===== src/design/mipsPkg.sv =====
`default_nettype none

package mipsPkg;

	// datapath and register index widths
	localparam int XLEN = 32;
	localparam int REG_ADDR_W = 5;

	// word-addressed memories
	localparam int IMEM_DEPTH = 64;
	localparam int DMEM_DEPTH = 64;
	localparam int IMEM_ADDR_W = 6;
	localparam int DMEM_ADDR_W = 6;

	typedef logic [XLEN-1:0] dataT;
	typedef logic [REG_ADDR_W-1:0] regAddrT;

	// supported opcodes
	localparam logic [5:0] OP_RTYPE = 6'b000000;
	localparam logic [5:0] OP_ADDI = 6'b001000;
	localparam logic [5:0] OP_LW = 6'b100011;
	localparam logic [5:0] OP_SW = 6'b101011;
	localparam logic [5:0] OP_BEQ = 6'b000100;

	// r-type function field
	localparam logic [5:0] FUNCT_ADD = 6'b100000;
	localparam logic [5:0] FUNCT_SUB = 6'b100010;
	localparam logic [5:0] FUNCT_AND = 6'b100100;
	localparam logic [5:0] FUNCT_OR = 6'b100101;
	localparam logic [5:0] FUNCT_SLT = 6'b101010;

	// coarse ALU class set by the decoder, refined by funct in EX
	localparam logic [1:0] ALU_CLASS_ADD = 2'b00;
	localparam logic [1:0] ALU_CLASS_SUB = 2'b01;
	localparam logic [1:0] ALU_CLASS_FUNCT = 2'b10;

	typedef enum logic [3:0] {
		ALU_AND = 4'b0000,
		ALU_OR = 4'b0001,
		ALU_ADD = 4'b0010,
		ALU_SUB = 4'b0110,
		ALU_SLT = 4'b0111
	} aluOpT;

	// operand source for the EX stage
	typedef enum logic [1:0] {
		FWD_REG = 2'b00,
		FWD_WB = 2'b01,
		FWD_EXMEM = 2'b10
	} fwdSelT;

	typedef struct packed {
		logic regWrite;
		logic memToReg;
		logic memRead;
		logic memWrite;
		logic branch;
		logic aluSrc;
		logic regDst;
		logic [1:0] aluClass;
	} ctrlT;

	// all-zero payloads are bubbles
	typedef struct packed {
		ctrlT ctrl;
		dataT pcPlus4;
		dataT rsData;
		dataT rtData;
		dataT imm;
		regAddrT rs;
		regAddrT rt;
		regAddrT rd;
		logic [5:0] funct;
	} idExT;

	typedef struct packed {
		ctrlT ctrl;
		dataT branchTarget;
		logic zero;
		dataT aluResult;
		dataT storeData;
		regAddrT dest;
	} exMemT;

endpackage

`default_nettype wire


===== src/design/hazardUnit.sv =====
`timescale 1ns/10ps
`default_nettype none

module hazardUnit (
	input wire mipsPkg::regAddrT idExRs,
	input wire mipsPkg::regAddrT idExRt,
	input wire mipsPkg::regAddrT ifIdRs,
	input wire mipsPkg::regAddrT ifIdRt,
	input wire idExMemRead,
	input wire exMemRegWrite,
	input wire mipsPkg::regAddrT exMemRd,
	input wire wbValid,
	input wire mipsPkg::regAddrT wbReg,
	output logic stall,
	output mipsPkg::fwdSelT fwdA,
	output mipsPkg::fwdSelT fwdB
);

	import mipsPkg::*;

	// younger result in EX/MEM wins, r0 never forwarded
	function automatic fwdSelT selectSource(regAddrT src, logic memWr, regAddrT memRd,
		logic wbWr, regAddrT wbRd);
		if (memWr && memRd != '0 && memRd == src) begin
			return FWD_EXMEM;
		end else if (wbWr && wbRd == src) begin
			return FWD_WB;
		end
		return FWD_REG;
	endfunction

	assign fwdA = selectSource(idExRs, exMemRegWrite, exMemRd, wbValid, wbReg);
	assign fwdB = selectSource(idExRt, exMemRegWrite, exMemRd, wbValid, wbReg);

	// load in EX feeding the instruction in ID
	assign stall = idExMemRead && (idExRt != '0) &&
		(idExRt == ifIdRs || idExRt == ifIdRt);

endmodule

`default_nettype wire


===== config.mk =====
export PLATFORM = sky130hd
export DESIGN_NAME = hazardUnit
export DESIGN_NICKNAME = d
export VERILOG_FILES = /design/src/design/mipsPkg.sv /design/src/design/hazardUnit.sv
export SDC_FILE = /design/constraint.sdc
export NUM_CORES = 1
export LEC_CHECK = 0
export BUFFER_PORTS_ARGS = -buffer_cell sky130_fd_sc_hd__buf_2
export CAP_MARGIN = 20
export CORE_AREA = 2 2 39 41
export DETAILED_ROUTE_END_ITERATION = 6
export DIE_AREA = 0 0 41 43
export PLACE_DENSITY = 0.67
export REMOVE_ABC_BUFFERS = 1
export SYNTH_ARGS = -nofsm -noshare
export SYNTH_HDL_FRONTEND = slang
export SYNTH_SLANG_ARGS = --single-unit

===== constraint.sdc =====
create_clock -name vclk -period 2.7
set_input_delay 0.27 -clock vclk [all_inputs]
set_output_delay 0.27 -clock vclk [all_outputs]
set_load 0.05 [all_outputs]

After elaboration in Yosys (flattened, before gate mapping)
Index checks and enable logic that the tools add are counted.
- register bits: 0
- input port bits: 33
- output and inout bits: 5
- logic and storage cells: 26
- eq/ne operators: 6
- multiplexer cells: 10
- reductions and logical operators: 10
- operators by type and width (kind ; count):
    equality test 5 bit ; 6
    2-to-1 mux 2 bit ; 6
    nonzero test 5 bit ; 2
    logical AND 1 bit ; 7
    2-to-1 mux 1 bit ; 4
    logical OR 1 bit ; 1

Logic depth before layout (Yosys ltp)
- depth after elaboration: 5
- mapped depth: 5

Worst setup path before layout
Ideal clock, no wire load.
- kind: input to output
- start point: input idExRt[3]
- end point: output fwdB[0]
- arrival: 2913 ps
- required time: 2430 ps
- setup slack: -483 ps
- cell stages on the path: 5
- cell sequence: clkbuf_1 -> xnor2_1 -> nand3_1 -> nor4_1 -> nor2_1
- cells in the longest elaborated chain, start to end: 5
- elaborated cells between the ends (all ways): 8
- classes of those cells: eq/ne (2); mux (4); reduce/logical (2)
- RTL lines (what ; line ; text):
    start: declaration ; hazardUnit.sv:6 ; input wire mipsPkg::regAddrT idExRt,
    equality test 5 bit ; hazardUnit.sv:26 ; end else if (wbWr && wbRd == src) begin
    logical AND 1 bit ; hazardUnit.sv:26 ;
    2-to-1 mux 1 bit ; hazardUnit.sv:26 ;
    2-to-1 mux 1 bit ; hazardUnit.sv:24 ; if (memWr && memRd != '0 && memRd == src) begin
    2-to-1 mux 2 bit (*) ; hazardUnit.sv:29 ; return FWD_REG;
    end: declaration ; hazardUnit.sv:16 ; output mipsPkg::fwdSelT fwdB
Every way passes the cells marked *; elsewhere a longest branch is shown, timed or not.

Worst setup path in the final report
- start point: input exMemRd[1]
- end point: output fwdB[0]
- cells in the longest elaborated chain, start to end: 5
- elaborated cells between the ends (all ways): 7
- classes of those cells: eq/ne (1); mux (3); reduce/logical (3)
- RTL lines (what ; line ; text):
    start: declaration ; hazardUnit.sv:11 ; input wire mipsPkg::regAddrT exMemRd,
    nonzero test 5 bit ; hazardUnit.sv:24 ;
    logical AND 1 bit ; hazardUnit.sv:24 ;
    logical AND 1 bit (*) ; hazardUnit.sv:24 ;
    2-to-1 mux 2 bit / 2-to-1 mux 1 bit (equally long branches) ; hazardUnit.sv:24 ;
    2-to-1 mux 2 bit (*) ; hazardUnit.sv:29 ;
Marks and branches as above.

==> results.py <==
metrics = {
    "status": {
        "status": "finished, final reports clean",
    },
    "global_route": {
        "grt-ovfl-total": 0,
        "antenna_found_initial": 0,
        "grtUsageTotal": 0.122,
        "grt_max_degree": 6,
        "grt_pass1_vias": 423,
        "grt_pass1_wl_um": 1620,
    },
    "setup_path": {
        "crit_start": "exMemRd[1]",
        "cp-start-kind": "input pin",
        "cp-end-kind": "output port",
        "crit_arrival_ps": 1510,
        "critPathRequiredTime_ps": 2430,
        "path_max_fanout": 3,
        "worstSetupPathType": "in -> out",
        "endpoint": "fwdB[0]",
    },
    "synth": {
        "syn_inst": 54,
        "synth_area_sq_um": 388,
        "ys_warn_count": 0,
        "syn_avg_cell_area_sq_um": 7.18,
        "yosysTopAreaCellShare": 0.406,
        "synth.distinct_cells": 11,
        "ys_seq_area_frac": 0,
        "synth_area_leader_cell": "xor2_1",
        "synth_area_leaders": "xor2_1 41%, xnor2_1 27%, nand3_1 7.7%",
    },
    "floorplan": {
        "initial_core_util": 0.280,
        "dieArea_sq_um": 1760,
        "fp.dieH_um": 43,
        "boundaryPins": 38,
        "floorplan.die.width_um": 41,
        "core_area_sq_um": 1380,
        "rows": 14,
    },
    "worst_hold_path": {
        "min_from": "wbValid",
        "hp-class": "in -> out",
    },
    "power_and_ir_drop": {
        "sw_frac_of_total": 0.496,
        "power.density_nw_per_um2": 152,
        "internal-power_uw": 44.4,
        "peakVddDrop_uv": 58.1,
        "total_power_uw": 88.1,
        "pwr-share-seq": 0,
        "pwr-share-clk": 0,
        "switchingPower_uw": 43.7,
        "power_frac_comb": 1.000,
        "p_leak_uw": 0.000281,
    },
    "timing": {
        "min_period_over_period": 0.658,
        "fin_tns_setup_ps": 0,
        "worst_pin_slew_ps": 348,
        "rsz0062_at_grt": "no",
        "period_needed_ps": 1780,
        "finalSetupViolations": 0,
        "slew_violations": 0,
        "fmax_ghz": 0.563,
        "relSlewSlack": 0.766,
        "whs_ps": 931,
        "layout_setup_ws_ps": 923,
        "final_hold_viol_count": 0,
    },
    "layout": {
        "nFlopsAndLatches": 0,
        "clock_buffers": 0,
        "antenna_cells": 0,
        "area_growth_syn_to_layout_pct": 49.4,
        "nets": 122,
        "seq_area_sq_um": 0,
        "mostFrequentLayoutCells": "38 x buf_2, 18 x xor2_1, 12 x xnor2_1",
        "final_common_cell": "buf_2",
        "drive_gt1_frac": 0.448,
    },
    "routing": {
        "ant_nets": 0,
        "vias": 472,
        "vias_per_cell": 4.58,
        "drc": 0,
        "wl_um": 1050,
        "wl_per_cell_um": 10.2,
        "dr.pass1.iters": 4,
        "drt_iter0_drc": 4,
    },
    "flow_run": {
        "drv_cap": 0,
    },
    "place": {
        "dp_slack_ps": 913,
        "finalWeightedCongestion": 0.681,
        "port_buffers": 38,
    },
    "clocking": {
        "cts_setup_buffers": 0,
        "cts_resized": 0,
        "postCtsHoldBufs": 0,
    },
}
## metal layers
metal	up-vias	share of wire	wire (um)	GRT usage
li1	249	-	-	-
met1	207	0.40	419	0.146
met2	16	0.55	574	0.238
met3	0	0.056	59	0
met4	0	0	0	0
met5	-	0	0	0
## kinds of logic (layout without fill, tap and decap cells)
group	after synthesis	in the layout	synth area share
buffers and inverters	5	38	0.0484
AO/OA/AOI/OAI	3	3	0.0484
XOR/XNOR	30	30	0.677
AND/OR/NAND/NOR	16	16	0.226
## cells in the mapped netlist
library cell / number
xnor2_1: 12
o21ai_2: 1
o21ai_1: 1
nand3_1: 6
or4_1: 2
nor2_1: 2
xor2_1: 18
a21oi_1: 1
nor3_1: 2
clkbuf_1: 5
nor4_1: 4
## power by group through the flow
stage / clock (uW) / sequential [uW] / combinational, uW
after floorplan: 0 / 0 / 45.1
after global placement: 0 / 0 / 88.1
after detailed placement: 0 / 0 / 89.1
after CTS: 0 / 0 / 89.3
after global routing: 0 / 0 / 97.9
final: 0 / 0 / 88.1
## through the flow
stage / instance area, sq um / instances / util
2_1_floorplan: 369 / 49 / -
3_3_place_gp: 579 / 103 / 0.419
3_5_place_dp: 579 / 103 / 0.419
4_1_cts: 579 / 103 / 0.419
5_1_grt: 579 / 103 / 0.419
6_report: 579 / 103 / 0.419
## layout make-up
| type | count | area [sq um] |
|---|---|---|
| Fill cell | 152 | 805 |
| Multi-Input combinational cell | 49 | 369 |
| Tap cell | 16 | 20.0 |
| Timing Repair Buffer | 38 | 190 |
## worst min-delay path by stage
stage                          to  cells past startpoint
final                     fwdA[0]                      4
after global placement    fwdA[0]                      4
after detailed placement  fwdA[0]                      4
after CTS                 fwdA[0]                      4
after global routing        stall                      4
after floorplan           fwdA[0]                      2
## critical path, cell delays in order
cell	delay, ps
buf_2	120
or4_1	540
o21ai_2	140
nor4_1	80
nor2_1	90
buf_2	260
Note: power is estimated with default switching activity, not from simulation.
