File: src/design/mipsPkg.sv
`default_nettype none

package mipsPkg;

	// datapath and register index widths
	localparam int XLEN = 32;
	localparam int REG_ADDR_W = 5;

	// word-addressed memories
	localparam int IMEM_DEPTH = 64;
	localparam int DMEM_DEPTH = 64;
	localparam int IMEM_ADDR_W = 6;
	localparam int DMEM_ADDR_W = 6;

	typedef logic [XLEN-1:0] dataT;
	typedef logic [REG_ADDR_W-1:0] regAddrT;

	// supported opcodes
	localparam logic [5:0] OP_RTYPE = 6'b000000;
	localparam logic [5:0] OP_ADDI = 6'b001000;
	localparam logic [5:0] OP_LW = 6'b100011;
	localparam logic [5:0] OP_SW = 6'b101011;
	localparam logic [5:0] OP_BEQ = 6'b000100;

	// r-type function field
	localparam logic [5:0] FUNCT_ADD = 6'b100000;
	localparam logic [5:0] FUNCT_SUB = 6'b100010;
	localparam logic [5:0] FUNCT_AND = 6'b100100;
	localparam logic [5:0] FUNCT_OR = 6'b100101;
	localparam logic [5:0] FUNCT_SLT = 6'b101010;

	// coarse ALU class set by the decoder, refined by funct in EX
	localparam logic [1:0] ALU_CLASS_ADD = 2'b00;
	localparam logic [1:0] ALU_CLASS_SUB = 2'b01;
	localparam logic [1:0] ALU_CLASS_FUNCT = 2'b10;

	typedef enum logic [3:0] {
		ALU_AND = 4'b0000,
		ALU_OR = 4'b0001,
		ALU_ADD = 4'b0010,
		ALU_SUB = 4'b0110,
		ALU_SLT = 4'b0111
	} aluOpT;

	// operand source for the EX stage
	typedef enum logic [1:0] {
		FWD_REG = 2'b00,
		FWD_WB = 2'b01,
		FWD_EXMEM = 2'b10
	} fwdSelT;

	typedef struct packed {
		logic regWrite;
		logic memToReg;
		logic memRead;
		logic memWrite;
		logic branch;
		logic aluSrc;
		logic regDst;
		logic [1:0] aluClass;
	} ctrlT;

	// all-zero payloads are bubbles
	typedef struct packed {
		ctrlT ctrl;
		dataT pcPlus4;
		dataT rsData;
		dataT rtData;
		dataT imm;
		regAddrT rs;
		regAddrT rt;
		regAddrT rd;
		logic [5:0] funct;
	} idExT;

	typedef struct packed {
		ctrlT ctrl;
		dataT branchTarget;
		logic zero;
		dataT aluResult;
		dataT storeData;
		regAddrT dest;
	} exMemT;

endpackage

`default_nettype wire

File: src/design/decodeStage.sv
`timescale 1ns/10ps
`default_nettype none

module decodeStage (
	input wire clk,
	input wire reset,
	input wire mipsPkg::dataT instr,
	input wire mipsPkg::dataT pcPlus4,
	input wire wbValid,
	input wire mipsPkg::regAddrT wbReg,
	input wire mipsPkg::dataT wbData,
	output mipsPkg::idExT idEx
);

	import mipsPkg::*;

	logic [5:0] opcode;
	regAddrT rs;
	regAddrT rt;
	regAddrT rd;
	ctrlT ctrl;
	dataT rsData;
	dataT rtData;
	dataT regs [2**REG_ADDR_W];

	// instruction fields
	assign opcode = instr[31:26];
	assign rs = instr[25:21];
	assign rt = instr[20:16];
	assign rd = instr[15:11];

	//////////////////////////////////////////////////////////////////////
	// main control
	//////////////////////////////////////////////////////////////////////
	always_comb begin
		ctrl = '0;
		case (opcode)
			OP_RTYPE: begin
				ctrl.regWrite = 1'b1;
				ctrl.regDst = 1'b1;
				ctrl.aluClass = ALU_CLASS_FUNCT;
			end
			OP_ADDI: begin
				ctrl.regWrite = 1'b1;
				ctrl.aluSrc = 1'b1;
				ctrl.aluClass = ALU_CLASS_ADD;
			end
			OP_LW: begin
				ctrl.regWrite = 1'b1;
				ctrl.memToReg = 1'b1;
				ctrl.memRead = 1'b1;
				ctrl.aluSrc = 1'b1;
				ctrl.aluClass = ALU_CLASS_ADD;
			end
			OP_SW: begin
				ctrl.memWrite = 1'b1;
				ctrl.aluSrc = 1'b1;
				ctrl.aluClass = ALU_CLASS_ADD;
			end
			// compare by subtraction, zero flag decides
			OP_BEQ: begin
				ctrl.branch = 1'b1;
				ctrl.aluClass = ALU_CLASS_SUB;
			end
			// anything else stays a no-op
			default: begin
			end
		endcase
	end

	//////////////////////////////////////////////////////////////////////
	// register file
	//////////////////////////////////////////////////////////////////////
	// wbValid is never set for r0, so r0 holds zero
	always_ff @(posedge clk or posedge reset) begin
		if (reset) begin
			for (int i = 0; i < 2**REG_ADDR_W; i++) begin
				regs[i] <= '0;
			end
		end else if (wbValid) begin
			regs[wbReg] <= wbData;
		end
	end

	// write-through, same-cycle writeback is visible
	assign rsData = (wbValid && wbReg == rs) ? wbData : regs[rs];
	assign rtData = (wbValid && wbReg == rt) ? wbData : regs[rt];

	// ID/EX payload
	always_comb begin
		idEx.ctrl = ctrl;
		idEx.pcPlus4 = pcPlus4;
		idEx.rsData = rsData;
		idEx.rtData = rtData;
		// sign extension
		idEx.imm = {{(XLEN-16){instr[15]}}, instr[15:0]};
		idEx.rs = rs;
		idEx.rt = rt;
		idEx.rd = rd;
		idEx.funct = instr[5:0];
	end

endmodule

`default_nettype wire

File: config.mk
export PLATFORM = sky130hd
export DESIGN_NAME = decodeStage
export DESIGN_NICKNAME = d
export VERILOG_FILES = /design/src/design/mipsPkg.sv /design/src/design/decodeStage.sv
export SDC_FILE = /design/constraint.sdc
export NUM_CORES = 2
export LEC_CHECK = 0
export BUFFER_PORTS_ARGS = -buffer_cell sky130_fd_sc_hd__buf_2
export CAP_MARGIN = 10
export CORE_MARGIN = 4
export CORE_UTILIZATION = 45
export DETAILED_ROUTE_END_ITERATION = 8
export PLACE_DENSITY_LB_ADDON = 0.2
export SETUP_SLACK_MARGIN = 0.4
export SKIP_CTS_REPAIR_TIMING = 1
export SYNTH_ARGS = -nofsm -noshare
export SYNTH_HDL_FRONTEND = slang
export SYNTH_SLANG_ARGS = --single-unit
File: constraint.sdc
create_clock -name clk -period 36.6 [get_ports clk]
set_clock_uncertainty 0.05 [all_clocks]
set_input_delay 7.32 -clock clk [delete_from_list [all_inputs] [get_ports clk]]
set_output_delay 7.32 -clock clk [all_outputs]
set_load 0.05 [all_outputs]
## Word level (Yosys, flattened, before mapping)

Index checks and enable logic that the tools add are counted.

- Register bits: 1024
- Bits of input ports: 104
- Output and inout bits: 158
- Logic and storage cells: 69

- Order comparisons: 4
- Eq/ne operators: 6
- Muxes and demuxes: 18
- Bitwise operators: 3
- Reductions and logical operators: 6

Operators by type and width:

| operator | count |
|---|---|
| $bwmux 1024 | 1 |
| $bmux 32 s5 | 2 |
| $mux 32 | 7 |
| $demux 32 s5 | 1 |
| $ge 6x6->1 const B | 3 |
| $not 5->6 | 3 |
| $eq 6x6->1 const B | 2 |
| $eq 5x5->1 | 2 |
| $eq 6x3->1 const B | 1 |
| $eq 6x4->1 const B | 1 |
| $logic_not 6->1 | 1 |
| $lt 6x1->1 const B | 1 |
| $reduce_or 3->1 | 2 |
| $mux 1 | 5 |
| $pmux 2 s2 | 1 |
| $logic_and 1x1->1 | 3 |
| $mux 2 | 1 |

## Longest topological paths before layout

- Depth in word-level cells: 6
- Depth in mapped cells: 8
- Gate-level depth less buffers: 4

## Least setup slack after synthesis

OpenSTA, ideal clock, no wires.

- Kind: input -> output
- Start: input port instr[27]
- End: output port idEx[151] (netlist bit)
- Data arrival time: 9.699 ns
- Required time: 29.230 ns
- Path slack: 19.531 ns
- Stages: 3
- Path buffers: 1
- Cells stage by stage: or3_1 -> nor4_1 -> buf_4

RTL lines:

| what | RTL line | source |
|---|---|---|
| start, declared | decodeStage.sv:7 | `input wire mipsPkg::dataT instr,` |
| end, declared | decodeStage.sv:12 | `output mipsPkg::idExT idEx` |

==> results.json <==
{
  "drt.antenna.violating_nets": 0,
  "synthXorXnorAreaFrac_pct": 0.157,
  "irDropWorstVdd_uv": 38.2,
  "reg_top3": "regs (1024)",
  "multi_input_area_um2": 27500,
  "reg2reg_slack_ps": 35740,
  "hold_viol": 0,
  "dr.pass1.iters": 7,
  "critPathArrivalTime_ps": 11440,
  "synth_top_family_by_area": "multiplexers",
  "grt_use_total_pct": 27.3,
  "largest_register": "regs",
  "synth_seq_cells": 1024,
  "drc": 0,
  "largest_reg_flops": 1024,
  "setup-tns-final_ps": 0,
  "ff_latch_area_um2": 25600,
  "final_common_cell": "dfrtp_1",
  "htreeDepth": 3,
  "via_per_inst": 6.71,
  "max_freq_mhz": 53.2,
  "clockRootBuffer": "clkbuf_16",
  "hpwl_mm": 102,
  "syn_inst": 3670,
  "yosysSeqAreaShare_pct": 46.0,
  "path_max_fanout": 71,
  "gp_congestion": 0.768,
  "slew_headroom_pct": 21.9,
  "setup_viol": 0,
  "ys_types": 38,
  "start_util_pct": 45.6,
  "routedWlPerCell_um": 34.1,
  "p_comb_share_pct": 21.0,
  "path_class": "primary input to output port",
  "synthAdderAreaFrac_pct": 0,
  "worst_pin_slew_ps": 1170,
  "die_width_um": 360,
  "worstSetupEndpoint": "idEx[66]",
  "drt_iter0_markers": 3343,
  "synth_mux_area_share_pct": 42.3,
  "power.density_nw_per_um2": 56.4,
  "clk_latency_ps": 690,
  "post-route-min-period_ps": 18810,
  "r2r-end": "regs[845]",
  "holdCritPathClass": "flip-flop to flip-flop",
  "antenna_found_initial": 14,
  "critical_path.endpoint_type": "output port",
  "required_ps": 29230,
  "synth.net_count": 3774,
  "grt_pass1_vias": 35700,
  "syn_area_um2": 55800,
  "stdcell_area_um2": 60500,
  "port_buffers": 138,
  "r2r_cells": 1,
  "ios": 262,
  "worst_setup_path_start_kind": "primary input",
  "setup.worst_path.start": "instr[17]",
  "gr-total-overflow": 0,
  "clk_pin_slew_ps": 60,
  "coreArea_um2": 122000,
  "synth_area_per_cell_um2": 15.2,
  "p_clk_share_pct": 34.7,
  "crit-reg2reg-launch": "regs[845]",
  "p_leak_nw": 25.9,
  "power_switching_w": 0.000943,
  "slew_viol_final": 0,
  "synth-compound-area-share_pct": 4.29,
  "clock_path_buffers": 3,
  "dpl_cell_area_um2": 56600,
  "die_area_um2": 130000,
  "clock-sinks": 1024,
  "rsz0062_at_grt": "no",
  "wl_mm": 179,
  "cts_buffers": 112,
  "status": "finished clean",
  "switching_share_pct": 27.6,
  "finalCritPeriodShare_pct": 51.4,
  "rows": 128,
  "synth-simple-area-share_pct": 2.20,
  "vias": 35100,
  "drive_gt1_share_pct": 54.9,
  "power.internal_w": 0.00247,
  "ys.warnings.count": 0,
  "fp.dieH_um": 360,
  "syn2layout_area_growth_pct": 8.47,
  "grt_pass1_wl_mm": 261,
  "fillers": 10400,
  "seqPwrFrac_pct": 44.3,
  "cts_tree": "yes",
  "grt_max_degree": 163,
  "final_cell_mix": "dfrtp_1 (1024), mux2_2 (1012), mux4_2 (513)",
  "max_cap_violations": 0,
  "fin_nets": 3616
}
==> metrics by stage <==
stage	power, W	worst slack [ps]	std cells	utilization (%)	hold slack [ps]
after floorplan	0.00209	414	3670	-	411
after global placement	0.00222	17850	5022	46.3	427
after detailed placement	0.00224	17900	5023	46.3	436
after CTS	0.00343	17900	5232	49.4	449
after global routing	0.00355	17640	5232	49.4	477
final	0.00341	17790	5235	49.4	450
==> worst max-delay path, stage by stage <==
cell     delay, ps
buf_8          520
buf_4          710
buf_4          820
mux4_2         370
mux2i_1         80
a211o_1        370
o31ai_1        750
buf_2          410
==> area by class of cell <==
cell class / count / share of cell area (%)
diodes: 3 / 0.0124
well taps: 1625 / 3.36
clock inverters: 32 / 0.646
multi-input cells: 2153 / 45.5
inverters: 3 / 0.0310
clock buffers: 177 / 5.74
repair buffers: 218 / 2.36
flip-flops and latches: 1024 / 42.4
==> cells in the mapped netlist, drive strengths merged <==
cell,number,area [um^2]
or2,1,6.26
inv,3,11.3
and2,6,37.5
a22oi,3,22.5
nand2,31,116
nor3,2,10.0
nand3b,7,52.6
mux4,513,11600
buf,322,2200
o22ai,126,788
and3b,1,8.76
nor2b,66,413
o21ai,13,65.1
mux2i,63,631
or3,3,18.8
nand2b,2,12.5
or3b,5,43.8
xor2,8,70.1
a211oi,63,473
nor4b,2,17.5
nor3b,5,37.5
and3,1,6.26
nor2,18,67.6
nand3,67,335
a31o,1,8.76
mux2,1012,11400
clkbuf,168,631
nor4,5,43.8
xnor2,2,17.5
a211o,63,552
o31ai,63,473
o21a,1,7.51
dfrtp,1024,25600
==> power by group through the flow <==
stage / Combinational (W) / Sequential [W] / Clock [W]
3_3_place_gp: 0.000706 / 0.00151 / 0
5_1_grt: 0.000765 / 0.00154 / 0.00125
2_1_floorplan: 0.000611 / 0.00148 / 0
6_report: 0.000717 / 0.00151 / 0.00118
4_1_cts: 0.000720 / 0.00151 / 0.00120
3_5_place_dp: 0.000718 / 0.00152 / 0
==> worst min path at each step <==
stage | startpoint | end | slack, ps | depth (start not counted)
detailed placement | regs[807] | regs[807] | 440 | 2
global placement | regs[871] | regs[871] | 430 | 2
global route | regs[807] | regs[807] | 480 | 2
CTS | regs[807] | regs[807] | 450 | 2
finish | regs[807] | regs[807] | 450 | 2
floorplan | regs[423] | regs[423] | 410 | 2
==> logic make-up (layout without fill, tap and decap cells) <==
group	count (synthesis)	in the layout
compound gates	333	333
mux	1588	1588
xor+xnor	10	10
buf+inv	493	430
other cells	0	3
flops	1024	1024
simple gates	222	222
==> layer usage <==
| layer | wire length (um) | vias to the layer above | track usage [%] |
|---|---|---|---|
| met2 | 82900 | 1529 | 42.6 |
| li1 | - | 13900 | - |
| met3 | 14300 | 372 | 5.46 |
| met5 | 13 | - | 0 |
| met4 | 6190 | 2 | 8.94 |
| met1 | 75300 | 19300 | 38.8 |
(Power assumes the default switching activity.)
