==> config.mk <==
export PLATFORM = sky130hd
export DESIGN_NAME = fetchStage
export DESIGN_NICKNAME = d
export VERILOG_FILES = /design/src/design/mipsPkg.sv /design/src/design/fetchStage.sv
export SDC_FILE = /design/constraint.sdc
export NUM_CORES = 2
export LEC_CHECK = 0
export BUFFER_PORTS_ARGS = -buffer_cell sky130_fd_sc_hd__buf_2
export CAP_MARGIN = 25
export CORE_AREA = 5 5 285 565
export CTS_BUF_LIST = sky130_fd_sc_hd__clkbuf_8
export CTS_CLUSTER_DIAMETER = 200
export CTS_CLUSTER_SIZE = 30
export DETAILED_ROUTE_END_ITERATION = 8
export DIE_AREA = 0 0 290 570
export PLACE_DENSITY = 0.83
export SETUP_SLACK_MARGIN = 0.15
export SYNTH_ARGS = -nofsm -noshare
export SYNTH_HDL_FRONTEND = slang
export SYNTH_SLANG_ARGS = --single-unit
==> constraint.sdc <==
create_clock -name clk -period 2.8 [get_ports clk]
set_input_delay 0.28 -clock clk [delete_from_list [all_inputs] [get_ports clk]]
set_output_delay 0.28 -clock clk [all_outputs]
set_load 0.01 [all_outputs]
==> src/design/mipsPkg.sv <==
`default_nettype none

package mipsPkg;

	// datapath and register index widths
	localparam int XLEN = 32;
	localparam int REG_ADDR_W = 5;

	// word-addressed memories
	localparam int IMEM_DEPTH = 64;
	localparam int DMEM_DEPTH = 64;
	localparam int IMEM_ADDR_W = 6;
	localparam int DMEM_ADDR_W = 6;

	typedef logic [XLEN-1:0] dataT;
	typedef logic [REG_ADDR_W-1:0] regAddrT;

	// supported opcodes
	localparam logic [5:0] OP_RTYPE = 6'b000000;
	localparam logic [5:0] OP_ADDI = 6'b001000;
	localparam logic [5:0] OP_LW = 6'b100011;
	localparam logic [5:0] OP_SW = 6'b101011;
	localparam logic [5:0] OP_BEQ = 6'b000100;

	// r-type function field
	localparam logic [5:0] FUNCT_ADD = 6'b100000;
	localparam logic [5:0] FUNCT_SUB = 6'b100010;
	localparam logic [5:0] FUNCT_AND = 6'b100100;
	localparam logic [5:0] FUNCT_OR = 6'b100101;
	localparam logic [5:0] FUNCT_SLT = 6'b101010;

	// coarse ALU class set by the decoder, refined by funct in EX
	localparam logic [1:0] ALU_CLASS_ADD = 2'b00;
	localparam logic [1:0] ALU_CLASS_SUB = 2'b01;
	localparam logic [1:0] ALU_CLASS_FUNCT = 2'b10;

	typedef enum logic [3:0] {
		ALU_AND = 4'b0000,
		ALU_OR = 4'b0001,
		ALU_ADD = 4'b0010,
		ALU_SUB = 4'b0110,
		ALU_SLT = 4'b0111
	} aluOpT;

	// operand source for the EX stage
	typedef enum logic [1:0] {
		FWD_REG = 2'b00,
		FWD_WB = 2'b01,
		FWD_EXMEM = 2'b10
	} fwdSelT;

	typedef struct packed {
		logic regWrite;
		logic memToReg;
		logic memRead;
		logic memWrite;
		logic branch;
		logic aluSrc;
		logic regDst;
		logic [1:0] aluClass;
	} ctrlT;

	// all-zero payloads are bubbles
	typedef struct packed {
		ctrlT ctrl;
		dataT pcPlus4;
		dataT rsData;
		dataT rtData;
		dataT imm;
		regAddrT rs;
		regAddrT rt;
		regAddrT rd;
		logic [5:0] funct;
	} idExT;

	typedef struct packed {
		ctrlT ctrl;
		dataT branchTarget;
		logic zero;
		dataT aluResult;
		dataT storeData;
		regAddrT dest;
	} exMemT;

endpackage

`default_nettype wire

==> src/design/fetchStage.sv <==
`timescale 1ns/10ps
`default_nettype none

module fetchStage (
	input wire clk,
	input wire reset,
	input wire stall,
	input wire branchTaken,
	input wire mipsPkg::dataT branchTarget,
	input wire progWrite,
	input wire mipsPkg::dataT progAddr,
	input wire mipsPkg::dataT progData,
	output mipsPkg::dataT instr,
	output mipsPkg::dataT pcPlus4
);

	import mipsPkg::*;

	dataT pc;
	dataT pcNext4;
	dataT fetched;
	dataT imem [IMEM_DEPTH];

	assign pcNext4 = pc + 32'd4;
	// word index from the byte PC
	assign fetched = imem[pc[IMEM_ADDR_W+1:2]];

	// program load port, progAddr is a byte address
	always_ff @(posedge clk) begin
		if (progWrite) begin
			imem[progAddr[IMEM_ADDR_W+1:2]] <= progData;
		end
	end

	// taken branch wins over a load-use hold
	always_ff @(posedge clk or posedge reset) begin
		if (reset) begin
			pc <= '0;
		end else if (branchTaken) begin
			pc <= branchTarget;
		end else if (!stall) begin
			pc <= pcNext4;
		end
	end

	// IF/ID register
	always_ff @(posedge clk or posedge reset) begin
		if (reset) begin
			instr <= '0;
			pcPlus4 <= '0;
		end else if (branchTaken) begin
			// flush the wrong-path fetch
			instr <= '0;
			pcPlus4 <= '0;
		end else if (!stall) begin
			instr <= fetched;
			pcPlus4 <= pcNext4;
		end
	end

endmodule

`default_nettype wire

# ---- Word level (Yosys, flattened, before mapping)
# Memory sizes are Yosys's and may differ from the RTL's.
# Index checks and enable logic that the tools add are counted.
dict set report classes {
  add_sub_neg 1
  n_eq_ne 1
  n_mux 7
}
# op count
set op_table {}
lappend op_table {{$mux 32} 5}
lappend op_table {{$add 32x3->32 const B} 1}
lappend op_table {{$mux 1} 2}
lappend op_table {{$ne 2x1->1 const B} 1}
dict set report word_totals {
  ff_bits 96
  ramBits 2048
  output_inout_bits 64
  elab_cells 13
  mem_count 1
}
# memory words width read_ports rd_clocked_by_memory_dff wr line
set mem_list {}
lappend mem_list {imem 64 32 1 0 1 fetchStage.sv:22} ;# dataT imem [IMEM_DEPTH];

# ---- Longest topological paths before layout
dict set report depth {
  ltp_word 3
  ltp_mapped 10
}

# ---- Worst setup path before layout
# Ideal clock, no wire load.
dict set report synth_timing {
  path_kind {input to register}
  from {input progAddr[5]}
  to {memory imem[48][0] (netlist name) (enable)}
  setup_time_ns 0.461
  arrival_time_ns 2.979
  required_ns 2.339
  path_slack_ns -0.640
  path_stages 4
  cell_sequence {clkbuf_1 > nor2b_1 > nand4b_1 > nor3_1}
}
# element line
set synth_lines {}
lappend synth_lines {{from (decl)} fetchStage.sv:11} ;# input wire mipsPkg::dataT progAddr,
lappend synth_lines {{to (decl)} fetchStage.sv:22}
# No word-level cell before the write port.

# ---- Worst setup path after layout
dict set report layout_timing {
  from {register pc[3]}
  to {register instr[13]}
}
dict set report layout_via {
  elab_chain_len 3
}
# element line
set layout_lines {}
lappend layout_lines {{from (decl)} fetchStage.sv:19} ;# dataT pc;
lappend layout_lines {{from (signal assigned)} fetchStage.sv:40} ;# pc <= branchTarget;
lappend layout_lines {{from (signal assigned)} fetchStage.sv:42} ;# pc <= pcNext4;
lappend layout_lines {{$mem_v2 64x32} -}
lappend layout_lines {{$mux 32} fetchStage.sv:55} ;# end else if (!stall) begin
lappend layout_lines {{$mux 32} fetchStage.sv:51} ;# end else if (branchTaken) begin
lappend layout_lines {{to (signal assigned)} fetchStage.sv:56} ;# instr <= fetched;
lappend layout_lines {{to (decl)} fetchStage.sv:13} ;# output mipsPkg::dataT instr,
# Every way passes these cells. The select of a mux whose other input is x is not followed.
# A chain may end at the register's enable or synchronous reset.

==> impl_metrics.csv <==
group,metric,value,unit
die,initial_core_util,53.62,%
worst_setup_path,required,3.53,ns
grt,top_usage_layer,"met2",
routing,vias,44500,
hold_path,min_path_type,"input port to flop",
timing,slew_viol_final,0,
die,rows,205,
die,io_pins,165,
synthesis,ys_types,68,
timing,worst-slew-pin-transition,1.045,ns
grt,grt_usage,24.93,%
placement,place_congestion,0.8745,
cts,cts_tree,"done",
worst_setup_path,critPathMostFrequentCell,"buf_4",
synthesis,synth_top_cell_by_area,"edfxtp_1",
worst_setup_path,critical_path_depth,8,
timing,finalSetupViolCount,0,
synthesis,ys_seq_area_share,76.41,%
grt,antenna_found_initial,18,
routing,drt.antenna.violating_nets,0,
synthesis,ys.flop_type,"edfxtp_1",
synthesis,synthCells,4321,
cts,clock_latency,0.86,ns
grt,grt-ovfl-total,0,
placement,hpwlAfterDp,133700,um
synthesis,ys_ff_latch,2144,
placement,portBuffers,138,
synthesis,syn_nets,4423,
cts,root_buffer,"clkbuf_8",
die,die_height,570,um
grt,grt_pass1_vias,46330,
layout,layout.nets,4727,
layout,layout-drive-gt1-share,22.27,%
routing,wl_per_cell,31.07,um
worst_setup_path,startpoint_type,"flop",
flow_run,maxCapViolations,0,
synthesis,synth_warnings,0,
timing,rsz0062_at_grt,"no",
routing,drt-total-wl,209700,um
worst_setup_path,crit_fanout,17,
routing,dr.pass1.iters,6,
worst_setup_path,cp_cell_sequence,"buf_4 > nor2b_4 > buf_4 > a221oi_1 > o21ai_0 > buf_4 > a31o_1 > a41oi_2",
status,status,"completed",
grt,grt_use_met3,3.846,%
grt,grt_pass1_wl,305300,um
die,core,156000,um2
cts,cts_sinks,2144,
timing,fin_crit_sh,92.81,%
routing,vias_per_cell,6.592,
worst_setup_path,endpoint_kind,"flop",
grt,grt_max_degree,89,
synthesis,syn_area_per_cell,19.35,um2
timing,finalWorstSetupSlack,0.2012,ns
worst_setup_path,cp_slowest_cell,"dfrtp_4",
placement,pre_cts_ws,0.08897,ns
die,dieWidth,290,um
worst_setup_path,critPathTopFamily,"buffers and inverters",
cts,cts.reportedPaths.clkPinSlew,0.19,ns
layout,stdcell_area,91390,um2
worst_setup_path,path_buf_inv,3,
synthesis,netlist.area_leader.share,73.54,%
timing,finalSetupTns,0,ns
grt,grtUsageMet2,45.12,%
power,leakagePower,28.74,nW
power,peakVddDrop,0.0003687,V
layout,utilization,58.60,%
worst_setup_path,ff2ff_path_depth,8,
cts,htreeDepth,3,
placement,postPlaceCellArea,89030,um2
timing,hold_viol,0,
routing,drt_iter0_markers,6224,
hold_path,worst_hold_path.num_cells,1,
power,powerDensity,589.2,nW/um2
die,die_area,165300,um2
timing,fmaxAchievable,384.8,MHz
worst_setup_path,cp_slowest_stage_delay,0.65,ns
worst_setup_path,worstPathArrival,3.33,ns
synthesis,async_flop_share,4.478,%
cts,clockBufferDepth,3,
routing,route.detailed.drc,0,
timing,clock_skew,0.06169,ns
synthesis,synth-edff-count,2048,
worst_setup_path,worstSetupPathType,"flop to flop",
cts,cts_made_buffers,81,
timing,period_minus_slack,2.599,ns
synthesis,syn-cell-area,83630,um2
layout,syn2layout_area_growth,9.279,%
grt,gr-usage-met1,27.97,%
timing,relSlewSlack,30.31,%
synthesis,ys_top_cells_by_area,"edfxtp_1 (74%), mux4_2 (9.3%), dfrtp_1 (2.9%)",
## worst register-to-register path, stage by stage, from the launching register on
cell and delay, ns:
dfrtp_4 0.65, buf_4 0.27, nor2b_4 0.33, buf_4 0.36, a221oi_1 0.14, o21ai_0 0.21, buf_4 0.19, a31o_1 0.18
a41oi_2 0.12
## placed cells by master, fill, tap and decap left out, types with 7 or more instances in the layout
cell type	instances
xor2_1	19
buf_4	175
nor2_4	66
dlygate4sd3_1	66
buf_2	138
nand3_1	94
o221ai_1	30
edfxtp_1	2048
diode_2	12
a2111oi_0	14
o22ai_1	93
o21ai_1	10
and2_1	9
a31oi_1	57
mux2i_1	191
nand2b_1	7
nand2_1	254
buf_12	112
a211oi_1	70
a41oi_2	14
nor2b_1	44
o21ai_0	119
mux2_2	62
a221oi_1	32
a31o_1	17
a22oi_1	17
xnor2_1	30
or3_1	9
dfrtp_1	91
clkbuf_8	85
mux4_2	345
nor3_1	15
o2111ai_1	13
a21oi_1	59
nor2_1	104
nand4_1	16
inv_1	44
a311oi_1	16
## layout make-up
| class | instances | area [um2] |
|---|---|---|
| Inverter | 9 | 43.79 |
| Antenna cell | 12 | 30.03 |
| Timing Repair Buffer | 491 | 4907 |
| Sequential cell | 2144 | 63920 |
| Tap cell | 2070 | 2590 |
| Multi-Input combinational cell | 1898 | 18550 |
| Clock inverter | 42 | 177.7 |
| Clock buffer | 85 | 1170 |
| Fill cell | 10620 | 64560 |
## final timing paths
| path | start | end | slack, ns |
|---|---|---|---|
| max in group asynchronous | reset | instr[19] | 1.88 |
| setup / recovery | pc[3] | instr[13] | 0.20 |
| setup reg to reg | pc[3] | instr[13] | 0.20 |
| hold / removal | progData[13] | imem[25][13] | 0.06 |
| min in group asynchronous | reset | pc[31] | 0.09 |
| hold reg to reg | pc[1] | pc[1] | 0.54 |
## report_power, final
group	total (W)	switching, W	internal, W
combinational	0.00679	0.00405	0.00274
clock	0.0114	0.00855	0.00286
sequential	0.0356	0.000219	0.0354
## metrics by stage
stage          cells  total power, W  hold slack, ns
2_1_floorplan   4321         0.04033          0.3789
3_3_place_gp    6530         0.04272          0.4599
4_1_cts         6709         0.05381        0.004729
3_5_place_dp    6530         0.04295          0.4630
6_report        6751         0.05384         0.05814
5_1_grt         6745         0.05558         0.05527
## cell families after synthesis
family | synth area share (%)
AO/OA/AOI/OAI | 4.815
XOR/XNOR | 0.5132
adder cells (fa/ha/maj) | 0.01496
buffers and inverters | 2.045
flip-flops | 76.41
multiplexers | 12.54
AND/OR/NAND/NOR | 3.663
## registers in the layout (all words and copies together) (netlist names)
name     flops
imem      2048
instr       32
pcPlus4     32
pc          32
## routing by layer
layer / vias up / routed length [um]
met5: - / 13
met2: 2965 / 112200
li1: 18110 / -
met3: 713 / 18510
met1: 22710 / 64760
met4: 2 / 14210
## Yosys cell counts (5+ instances only)
master / number
a2111oi_0: 14
a211oi_1: 70
a21oi_1: 59
a221oi_1: 32
a22oi_1: 17
a311oi_1: 16
a31o_1: 17
a31oi_1: 57
a41oi_2: 14
and2_1: 9
and3_1: 6
buf_1: 15
buf_12: 12
buf_2: 61
buf_4: 53
buf_6: 16
buf_8: 6
clkbuf_1: 105
dfrtp_1: 96
edfxtp_1: 2048
inv_1: 8
mux2_2: 62
mux2i_1: 191
mux4_2: 345
nand2_1: 257
nand2b_1: 8
nand3_1: 94
nand3b_1: 6
nand4_1: 16
nor2_1: 169
nor2b_1: 45
nor3_1: 17
nor4_2: 6
o2111ai_1: 13
o21ai_0: 122
o21ai_1: 7
o221ai_1: 30
o22ai_1: 93
or3_1: 9
or3b_2: 5
xnor2_1: 30
xor2_1: 19
## timing repair
| item | CTS | global route |
|---|---|---|
| gates resized for setup | 2 | 6 |
| setup endpoints to repair | 3 | 5 |
| gates cloned | 0 | 0 |
| buffers inserted | 1 | 0 |
| endpoints found under the hold margin | 400 | 728 |
| hold buffers | 51 | 15 |
| pin swaps | 1 | 0 |
No activity file was read; power rests on OpenSTA's default activity.
