**src/design/mipsPkg.sv**
```systemverilog
`default_nettype none

package mipsPkg;

	// datapath and register index widths
	localparam int XLEN = 32;
	localparam int REG_ADDR_W = 5;

	// word-addressed memories
	localparam int IMEM_DEPTH = 64;
	localparam int DMEM_DEPTH = 64;
	localparam int IMEM_ADDR_W = 6;
	localparam int DMEM_ADDR_W = 6;

	typedef logic [XLEN-1:0] dataT;
	typedef logic [REG_ADDR_W-1:0] regAddrT;

	// supported opcodes
	localparam logic [5:0] OP_RTYPE = 6'b000000;
	localparam logic [5:0] OP_ADDI = 6'b001000;
	localparam logic [5:0] OP_LW = 6'b100011;
	localparam logic [5:0] OP_SW = 6'b101011;
	localparam logic [5:0] OP_BEQ = 6'b000100;

	// r-type function field
	localparam logic [5:0] FUNCT_ADD = 6'b100000;
	localparam logic [5:0] FUNCT_SUB = 6'b100010;
	localparam logic [5:0] FUNCT_AND = 6'b100100;
	localparam logic [5:0] FUNCT_OR = 6'b100101;
	localparam logic [5:0] FUNCT_SLT = 6'b101010;

	// coarse ALU class set by the decoder, refined by funct in EX
	localparam logic [1:0] ALU_CLASS_ADD = 2'b00;
	localparam logic [1:0] ALU_CLASS_SUB = 2'b01;
	localparam logic [1:0] ALU_CLASS_FUNCT = 2'b10;

	typedef enum logic [3:0] {
		ALU_AND = 4'b0000,
		ALU_OR = 4'b0001,
		ALU_ADD = 4'b0010,
		ALU_SUB = 4'b0110,
		ALU_SLT = 4'b0111
	} aluOpT;

	// operand source for the EX stage
	typedef enum logic [1:0] {
		FWD_REG = 2'b00,
		FWD_WB = 2'b01,
		FWD_EXMEM = 2'b10
	} fwdSelT;

	typedef struct packed {
		logic regWrite;
		logic memToReg;
		logic memRead;
		logic memWrite;
		logic branch;
		logic aluSrc;
		logic regDst;
		logic [1:0] aluClass;
	} ctrlT;

	// all-zero payloads are bubbles
	typedef struct packed {
		ctrlT ctrl;
		dataT pcPlus4;
		dataT rsData;
		dataT rtData;
		dataT imm;
		regAddrT rs;
		regAddrT rt;
		regAddrT rd;
		logic [5:0] funct;
	} idExT;

	typedef struct packed {
		ctrlT ctrl;
		dataT branchTarget;
		logic zero;
		dataT aluResult;
		dataT storeData;
		regAddrT dest;
	} exMemT;

endpackage

`default_nettype wire

```
**src/design/executeStage.sv**
```systemverilog
`timescale 1ns/10ps
`default_nettype none

module executeStage (
	input wire mipsPkg::idExT idEx,
	input wire mipsPkg::fwdSelT fwdA,
	input wire mipsPkg::fwdSelT fwdB,
	input wire mipsPkg::dataT memFwdData,
	input wire mipsPkg::dataT wbData,
	output mipsPkg::exMemT exMem
);

	import mipsPkg::*;

	aluOpT aluOp;
	dataT opA;
	dataT rtVal;
	dataT opB;
	dataT result;

	// operand source select
	function automatic dataT pickOperand(fwdSelT sel, dataT regVal, dataT memVal,
		dataT wbVal);
		case (sel)
			FWD_EXMEM: return memVal;
			FWD_WB: return wbVal;
			default: return regVal;
		endcase
	endfunction

	// ALU control from class and funct
	always_comb begin
		case (idEx.ctrl.aluClass)
			ALU_CLASS_SUB: aluOp = ALU_SUB;
			ALU_CLASS_FUNCT: begin
				case (idEx.funct)
					FUNCT_SUB: aluOp = ALU_SUB;
					FUNCT_AND: aluOp = ALU_AND;
					FUNCT_OR: aluOp = ALU_OR;
					FUNCT_SLT: aluOp = ALU_SLT;
					// FUNCT_ADD and unknown functs
					default: aluOp = ALU_ADD;
				endcase
			end
			default: aluOp = ALU_ADD;
		endcase
	end

	assign opA = pickOperand(fwdA, idEx.rsData, memFwdData, wbData);
	// forwarded rt also feeds the store data
	assign rtVal = pickOperand(fwdB, idEx.rtData, memFwdData, wbData);
	assign opB = idEx.ctrl.aluSrc ? idEx.imm : rtVal;

	always_comb begin
		case (aluOp)
			ALU_AND: result = opA & opB;
			ALU_OR: result = opA | opB;
			ALU_SUB: result = opA - opB;
			// signed compare
			ALU_SLT: result = {{(XLEN-1){1'b0}}, $signed(opA) < $signed(opB)};
			default: result = opA + opB;
		endcase
	end

	// EX/MEM payload
	always_comb begin
		exMem.ctrl = idEx.ctrl;
		// pcPlus4 plus word offset
		exMem.branchTarget = idEx.pcPlus4 + {idEx.imm[XLEN-3:0], 2'b00};
		exMem.zero = (result == '0);
		exMem.aluResult = result;
		exMem.storeData = rtVal;
		exMem.dest = idEx.ctrl.regDst ? idEx.rd : idEx.rt;
	end

endmodule

`default_nettype wire

```
**config.mk**
```make
export PLATFORM = sky130hd
export DESIGN_NAME = executeStage
export DESIGN_NICKNAME = d
export VERILOG_FILES = /design/src/design/mipsPkg.sv /design/src/design/executeStage.sv
export SDC_FILE = /design/constraint.sdc
export NUM_CORES = 1
export LEC_CHECK = 0
export ABC_AREA = 1
export BUFFER_PORTS_ARGS = -buffer_cell sky130_fd_sc_hd__clkbuf_2
export CAP_MARGIN = 10
export CORE_MARGIN = 5
export CORE_UTILIZATION = 49
export DETAILED_ROUTE_END_ITERATION = 8
export GPL_ROUTABILITY_DRIVEN = 0
export PLACE_DENSITY_LB_ADDON = 0.08
export SETUP_SLACK_MARGIN = 0.5
export SLEW_MARGIN = 20
export SYNTH_ARGS = -nofsm -noshare
export SYNTH_HDL_FRONTEND = slang
export SYNTH_SLANG_ARGS = --single-unit
```
**constraint.sdc**
```tcl
create_clock -name vclk -period 11.4
set_input_delay 2.28 -clock vclk [all_inputs]
set_output_delay 2.28 -clock vclk [all_outputs]
set_load 0.005 [all_outputs]
```
==> Word-level counts from Yosys, hierarchy flattened <==
Cells that the tools add are included.
{ "totals": {"word_cells": 28, "regBits": 0} }
{ "op_classes": {"n_eq_ne": 13, "reduce_logical": 2, "n_bitwise": 2, "n_mux": 7, "n_addsub": 3, "order_cmp": 1} }
{ "ops": {"columns": ["cell", "count"], "rows": [
  ["32-bit one-hot mux with 2 select lines", 2],
  ["32-bit one-hot mux with 4 select lines", 1],
  ["32-bit adder", 2],
  ["32-bit bitwise AND", 1],
  ["32-bit zero test", 1],
  ["32-bit less-than comparator", 1],
  ["32-bit 2-to-1 mux", 1],
  ["32-bit OR", 1],
  ["32-bit subtractor", 1],
  ["6-bit == test, second input constant", 4],
  ["3-bit one-hot mux with 4 select lines", 1],
  ["4-bit by 3-bit == test with 1-bit output, second input constant", 2],
  ["2-bit by 1-bit == test with 1-bit output, second input constant", 3],
  ["2-bit == test, second input constant", 3],
  ["3-bit one-hot mux with 2 select lines", 1],
  ["5-bit 2-to-1 mux", 1],
  ["4-bit by 1-bit == test with 1-bit output, second input constant", 1],
  ["4-bit zero test", 1]
]} }

==> Depth between registers and ports, before layout <==
Gate-level depths: netlist of run 1.
{ "depth": {"word_depth": 6, "ltp_mapped": 28} }

==> Worst setup path after synthesis of run 1 <==
No wires, ideal clock.
{ "synth_timing": {"path_kind": "input port to output port", "start": "input fwdB[0]", "end": "output exMem[69] (netlist bit)", "t_required_ns": 9.120, "arrival_time_ns": 5.517, "path_stages": 26, "path_slack_ns": 3.603, "path_cell_list": "inv_1 > ha_1 > clkbuf_1 > clkbuf_1 > a221o_1 > o21ai_0 > o21ai_0 > ha_1 > inv_1 > fa_1 > inv_1 > nand2_1 > nand2_1 > and2_1 > nand2_1 > nand3_1 > nand2_1 > nand2_1 > nand2_1 > nand3_1 > nand3_1 > nor2_1 > nand2_1 > nor2_1 > nand2_1 > nor2_1"} }
{ "synth_lines": {"columns": ["item", "line_no", "rtl"], "rows": [
  ["start: declaration", "executeStage.sv:7", "input wire mipsPkg::fwdSelT fwdB,"],
  ["end: declaration", "executeStage.sv:10", "output mipsPkg::exMemT exMem"]
]} }

==> summary.txt, run 1 <==
CTS
  – Hold_buf cts: 0
  – Post-CTS sizing: 0
  – Setup Buffers After CTS: 0

Timing
  – Final hold vios: 0
  – Post-route setup slack: ~1.8 ns
  – Final Cycle Share: 0.840
  – Worst slew margin: 0.308
  – Min Tclk post-route: ~9.6 ns
  – Final setup vio count: 0
  – Setup TNS: 0 ns
  – Least-Margin Pin Slew: around 1.0 ns
  – Fin. max-slew vios: 0
  – Max Clk Rate: 104 MHz
  – Hold slack: roughly 4.6 ns
  – Setup repair after global routing missed its margin: no

Finish
  – Final sequential cell count: 0
  – Layout cell share with drive strength beyond 1: 0.172
  – Leading cell type in the layout, fill and taps excluded: nand2_1
  – Nets@finish: about 2600
  – Register area: 0 sq um
  – N_diodes: 0
  – Area grow syn2layout: 15.8%
  – Util after Layout: 0.575
  – Fin area: approximately 12000 sq um
  – Final-layout clock buffer total: 0
  – Most frequent cells in the layout: nand2_1, inv_1, clkbuf_2, nor2_1, ha_1

Route
  – First-pass iteration count of the detailed router: 6
  – Drt drc: 0
  – Met2 wire len: about 18000 microns
  – Wl on met1: about 17000 microns
  – Final ANT Viol Nets: 0
  – Metal3 WL: approximately 4600 microns
  – Initial DRC count: approximately 1400
  – Via count: about 13000
  – Final wirelength: ~41000 microns
  – Wire per inst: 16.7 microns
  – Highest metal used: met4
  – DR vias/cell: around 5.4

Synthesis
  – Sequential area share after synthesis: 0
  – Avg Cell Area, Syn: 5.16 sq um
  – Distinct cell type count after synthesis: 42
  – Yosys warns: 0
  – Post-synth top area share: 0.217
  – Synth area leader: nand2_1
  – Synth Instances: slightly below 2000
  – Synth area leaders: nand2_1, ha_1, inv_1
  – Syn Nets: roughly 2300
  – Syn Std Cell Area: 10000 sq um

Die
  – Starting Density: 0.497
  – Core area: between 20000 and 25000 sq um
  – # IOs: 337
  – Height of the die: 153 microns
  – FP Rows: 52
  – Die area: ~23000 sq um
  – Die Span X: ~150 microns

Setup path
  – Worst-path maximum fanout: 33
  – Crit end category: output pin
  – Crit Path Class: in2out
  – Worst Path Required: 9.12 ns
  – CP Data Arrival Time: between 7 and 8 ns
  – Startpoint types: primary input

GRT
  – Initial antenna violation count: 0
  – Vias in the first global route: approximately 12000
  – First-pass GRT wire length: between 60000 and 70000 microns
  – Gr ovfl total: 0
  – GRT Util Overall: 0.328
  – Largest net degree at the start of global routing: 52

Placement
  – Hpwl dp: 35800 microns
  – Cell area after placement: between 10000 and 15000 sq um
  – Pre-CTS setup slack: ~2 ns
  – Buffers added on ports: about 320

Hold path
  – Min-delay src: idEx[153]
  – Hold path endpoint: exMem[106]
  – Class of the worst hold path: in2out
  – WHS Path Cells: 0

Job
  – Max-Cap Viols: 0

Power and ir drop
  – VDD IR max: around 0.034 mV
  – Leakage: roughly 7.3 nW
  – Power per cell area: 91.6 nW/um^2

Run status
  – Outcome: finished, final reports clean
==> worst max-delay path: stages <==
cell and delay (ns):
clkbuf_2 0.10, inv_1 0.04, ha_1 0.28, buf_4 0.25, inv_1 0.69, o21ai_0 0.24
o21ai_0 0.85, inv_1 0.25, fa_1 0.48, inv_1 0.13, nand2_1 0.08, nand2_1 0.11
nand3_1 0.07, nand2_1 0.11, nand2_1 0.07, nand2_1 0.22, nand2_1 0.13, nand2_1 0.09
nand2_1 0.05, nand3_1 0.06, nand3_1 0.11, nor2_1 0.12, nand2_1 0.10, nor2_1 0.10
nand2_1 0.08, nor2_1 0.09, clkbuf_2 0.11
==> area by class of cell <==
type               instances  area [sq um]
repair buffers           326          1650
well taps                270           338
fillers                 2229          8570
multi-input cells       1452          8070
inverters                410          1540
==> kinds of logic (layout without fill, tap and decap cells) <==
family	after synthesis	in the layout	share of synthesized area
AO/OA/AOI/OAI	309	309	0.192
XOR/XNOR	46	46	0.0402
adder cells (fa/ha/maj)	134	134	0.170
buffers and inverters	489	736	0.195
multiplexers	5	5	0.00562
AND/OR/NAND/NOR	958	958	0.398
==> routing by layer <==
layer | vias to the layer above | global-route usage
met4 | 0 | 0.0556
met3 | 63 | 0.0529
met1 | 5852 | 0.457
met2 | 722 | 0.543
met5 | - | 0
li1 | 6598 | -
==> cell usage after synthesis <==
| cell type | number |
|---|---|
| nand3_2 | 5 |
| o211ai_1 | 3 |
| nor2_1 | 169 |
| mux2_2 | 5 |
| nand2_2 | 3 |
| inv_2 | 11 |
| and2_1 | 7 |
| nor2_2 | 17 |
| ha_1 | 131 |
| or2_2 | 1 |
| nor4_1 | 2 |
| clkbuf_1 | 33 |
| buf_2 | 25 |
| nand4_1 | 24 |
| a221o_1 | 61 |
| a31oi_1 | 2 |
| xor2_1 | 32 |
| nand2_4 | 1 |
| nand3b_1 | 4 |
| o21ai_0 | 118 |
| o221a_2 | 1 |
| xnor2_1 | 14 |
| nor3_2 | 1 |
| inv_1 | 399 |
| buf_6 | 1 |
| o21a_1 | 3 |
| a21boi_1 | 3 |
| o21bai_1 | 6 |
| o31ai_1 | 1 |
| o21bai_2 | 2 |
| or2_0 | 1 |
| a21boi_0 | 2 |
| nand2_1 | 578 |
| nand3_1 | 129 |
| o21ai_1 | 5 |
| a21oi_2 | 1 |
| a21oi_1 | 99 |
| nor3_1 | 15 |
| fa_1 | 3 |
| a21o_1 | 2 |
| nor2_4 | 1 |
| buf_4 | 20 |
==> worst max-delay path by stage <==
| stage | start | endpoint | slack [ns] |
|---|---|---|---|
| floorplan | fwdB[0] | exMem[69] | 3.60 |
| global placement | fwdB[0] | exMem[69] | 2.03 |
| detailed placement | fwdB[0] | exMem[69] | 1.99 |
| CTS | fwdB[0] | exMem[69] | 2.00 |
| global route | fwdB[0] | exMem[69] | 1.59 |
| finish | fwdB[0] | exMem[69] | 1.83 |
==> power by group <==
| group | internal (mW) | switching (mW) | leakage, nW |
|---|---|---|---|
| clock network | 0 | 0 | 0 |
| logic | 0.365 | 0.698 | 7.30 |
| registers | 0 | 0 | 0 |
==> through the flow <==
stage | total power [mW] | instances
after CTS | 1.04 | 2458
final | 1.06 | 2458
after floorplan | 0.708 | 1941
after global routing | 1.18 | 2458
after global placement | 1.03 | 2458
after detailed placement | 1.04 | 2458
Note: power is estimated with default switching activity, not from simulation.
==> run 2, diff against run 1 <==
Clock period 11.4 ns to 9 ns, I/O delays scaled along.
==> run 2 against run 1 <==
Global-route usage shrank 0.63 points. Wire length shrank 1.6%. First-iteration DRC count grew 11%. Power grew 26%. Via count shrank 0.85%. Final cell count grew 0.16%. Worst setup slack lost 0.69 ns. Die area is the same. Sequential share of layout area is the same. Flip-flop and latch count is the same. Critical path depth shrank 1. Hold slack lost 0.96 ns. Critical endpoint unchanged. Largest power group unchanged.
==> summary.txt, run 2 (synthesis results as in run 1) <==
Timing
  – Fin. max-slew vios: 0
  – Worst slew margin: 0.398
  – Max Clk Rate: 127 MHz
  – Final hold vios: 0
  – Setup TNS: 0 ns
  – Min Tclk post-route: just under 8 ns
  – Setup repair after global routing missed its margin: no
  – Least-Margin Pin Slew: approximately 0.9 ns
  – Final setup vio count: 0
  – Final Cycle Share: 0.873

Finish
  – Fillers: roughly 2200
  – Register area: 0 sq um
  – Final-layout clock buffer total: 0
  – Final sequential cell count: 0
  – Area grow syn2layout: 16.0%
  – Most frequent cells in the layout: nand2_1, inv_1, clkbuf_2, nor2_1, ha_1
  – Layout cell share with drive strength beyond 1: 0.173
  – Fin area: approximately 12000 sq um
  – Util after Layout: 0.576
  – Leading cell type in the layout, fill and taps excluded: nand2_1
  – Nets@finish: 2553

Route
  – Drt drc: 0
  – Final ANT Viol Nets: 0
  – Wire per inst: 16.4 microns
  – Final wirelength: slightly above 40000 microns
  – First-pass iteration count of the detailed router: 6
  – DR vias/cell: roughly 5.3
  – Via count: ~13000
  – Initial DRC count: 1607

CTS
  – Post-CTS sizing: 0
  – Setup Buffers After CTS: 0
  – Hold_buf cts: 0

Die
  – Height of the die: around 150 microns
  – Starting Density: 0.497
  – Die area: ~23000 sq um
  – Die Span X: 153 microns
  – # IOs: about 340
  – FP Rows: 52
  – Core area: a little over 20000 sq um

Setup path
  – CP Data Arrival Time: a little over 6 ns
  – Worst Path Required: just over 7 ns
  – Crit Path Class: in2out
  – Startpoint types: primary input
  – Worst-path maximum fanout: 32
  – Crit end category: output pin

Power and ir drop
  – Power per cell area: 115 nW/um^2
  – Leakage: ~7.3 nW
  – VDD IR max: between 0.04 and 0.05 mV

Placement
  – Hpwl dp: around 35000 microns
  – Buffers added on ports: between 300 and 400
  – Cell area after placement: about 12000 sq um

Hold path
  – Hold path endpoint: exMem[106]
  – Min-delay src: idEx[153]
  – WHS Path Cells: 0
  – Class of the worst hold path: in2out

GRT
  – Gr ovfl total: 0
  – Initial antenna violation count: 1
  – First-pass GRT wire length: between 60000 and 70000 microns
  – Largest net degree at the start of global routing: 65
  – GRT Util Overall: 0.322
  – Vias in the first global route: 11921

Run status
  – Outcome: finished, final reports clean

Job
  – Max-Cap Viols: 0
-- run 2: cell types whose count changed in the layout (fill, tap and decap cells not counted), sizes merged --
cell / before / now
buf: 8 / 11
diode: 0 / 1
-- run 2: worst max-delay path by stage --
stage	depth (start not counted)	to	startpoint	slack (ns)
2_1_floorplan	26	exMem[69]	fwdB[0]	2.16
3_3_place_gp	27	exMem[69]	fwdB[1]	1.24
3_5_place_dp	27	exMem[69]	fwdB[1]	1.19
4_1_cts	27	exMem[69]	fwdB[1]	1.18
5_1_grt	27	exMem[69]	fwdB[1]	0.75
6_report	26	exMem[69]	fwdB[1]	1.14
-- run 2: worst max-delay path: stages --
cell	delay, ns
clkbuf_2	0.09
inv_1	0.05
ha_1	0.13
buf_4	0.32
a221o_1	0.23
o21ai_0	0.11
o21ai_0	0.72
inv_1	0.24
fa_1	0.48
inv_1	0.15
nand2_1	0.09
nand2_1	0.12
and2_1	0.18
nand2_1	0.06
nand3_1	0.18
nand2_1	0.12
nand2_1	0.09
nand2_1	0.05
nand3_1	0.08
nand3_1	0.13
nor2_1	0.12
nand2_1	0.10
nor2_1	0.10
nand2_1	0.09
nor2_1	0.09
clkbuf_2	0.11
-- run 2: cell type report --
type / instances / area (sq um) / area share
diodes: 1 / 2.50 / 0.000215
multi-input cells: 1452 / 8070 / 0.694
repair buffers: 329 / 1670 / 0.144
well taps: 270 / 338 / 0.0291
inverters: 410 / 1540 / 0.132
-- run 2: per-stage QoR --
step                total power [mW]  setup slack [ns]  instances  hold slack, ns
global placement                1.29              1.24       2461            3.60
floorplan                      0.897              2.16       1941            3.68
global route                    1.49             0.752       2462            3.60
finish                          1.33              1.14       2462            3.60
CTS                             1.31              1.18       2461            3.60
detailed placement              1.30              1.19       2461            3.60
-- run 2: routing by layer --
layer	up-vias	track usage	wire [microns]
met1	5807	0.456	17500
met3	55	0.0348	3840
met4	0	0.0662	958
met5	-	0	0
met2	658	0.530	18100
li1	6603	-	-
-- run 2: power by group --
part | internal (mW) | switching [mW]
clock network | 0.0000000149 | 0
registers | 0 | 0
logic | 0.465 | 0.869
total | 0.465 | 0.869
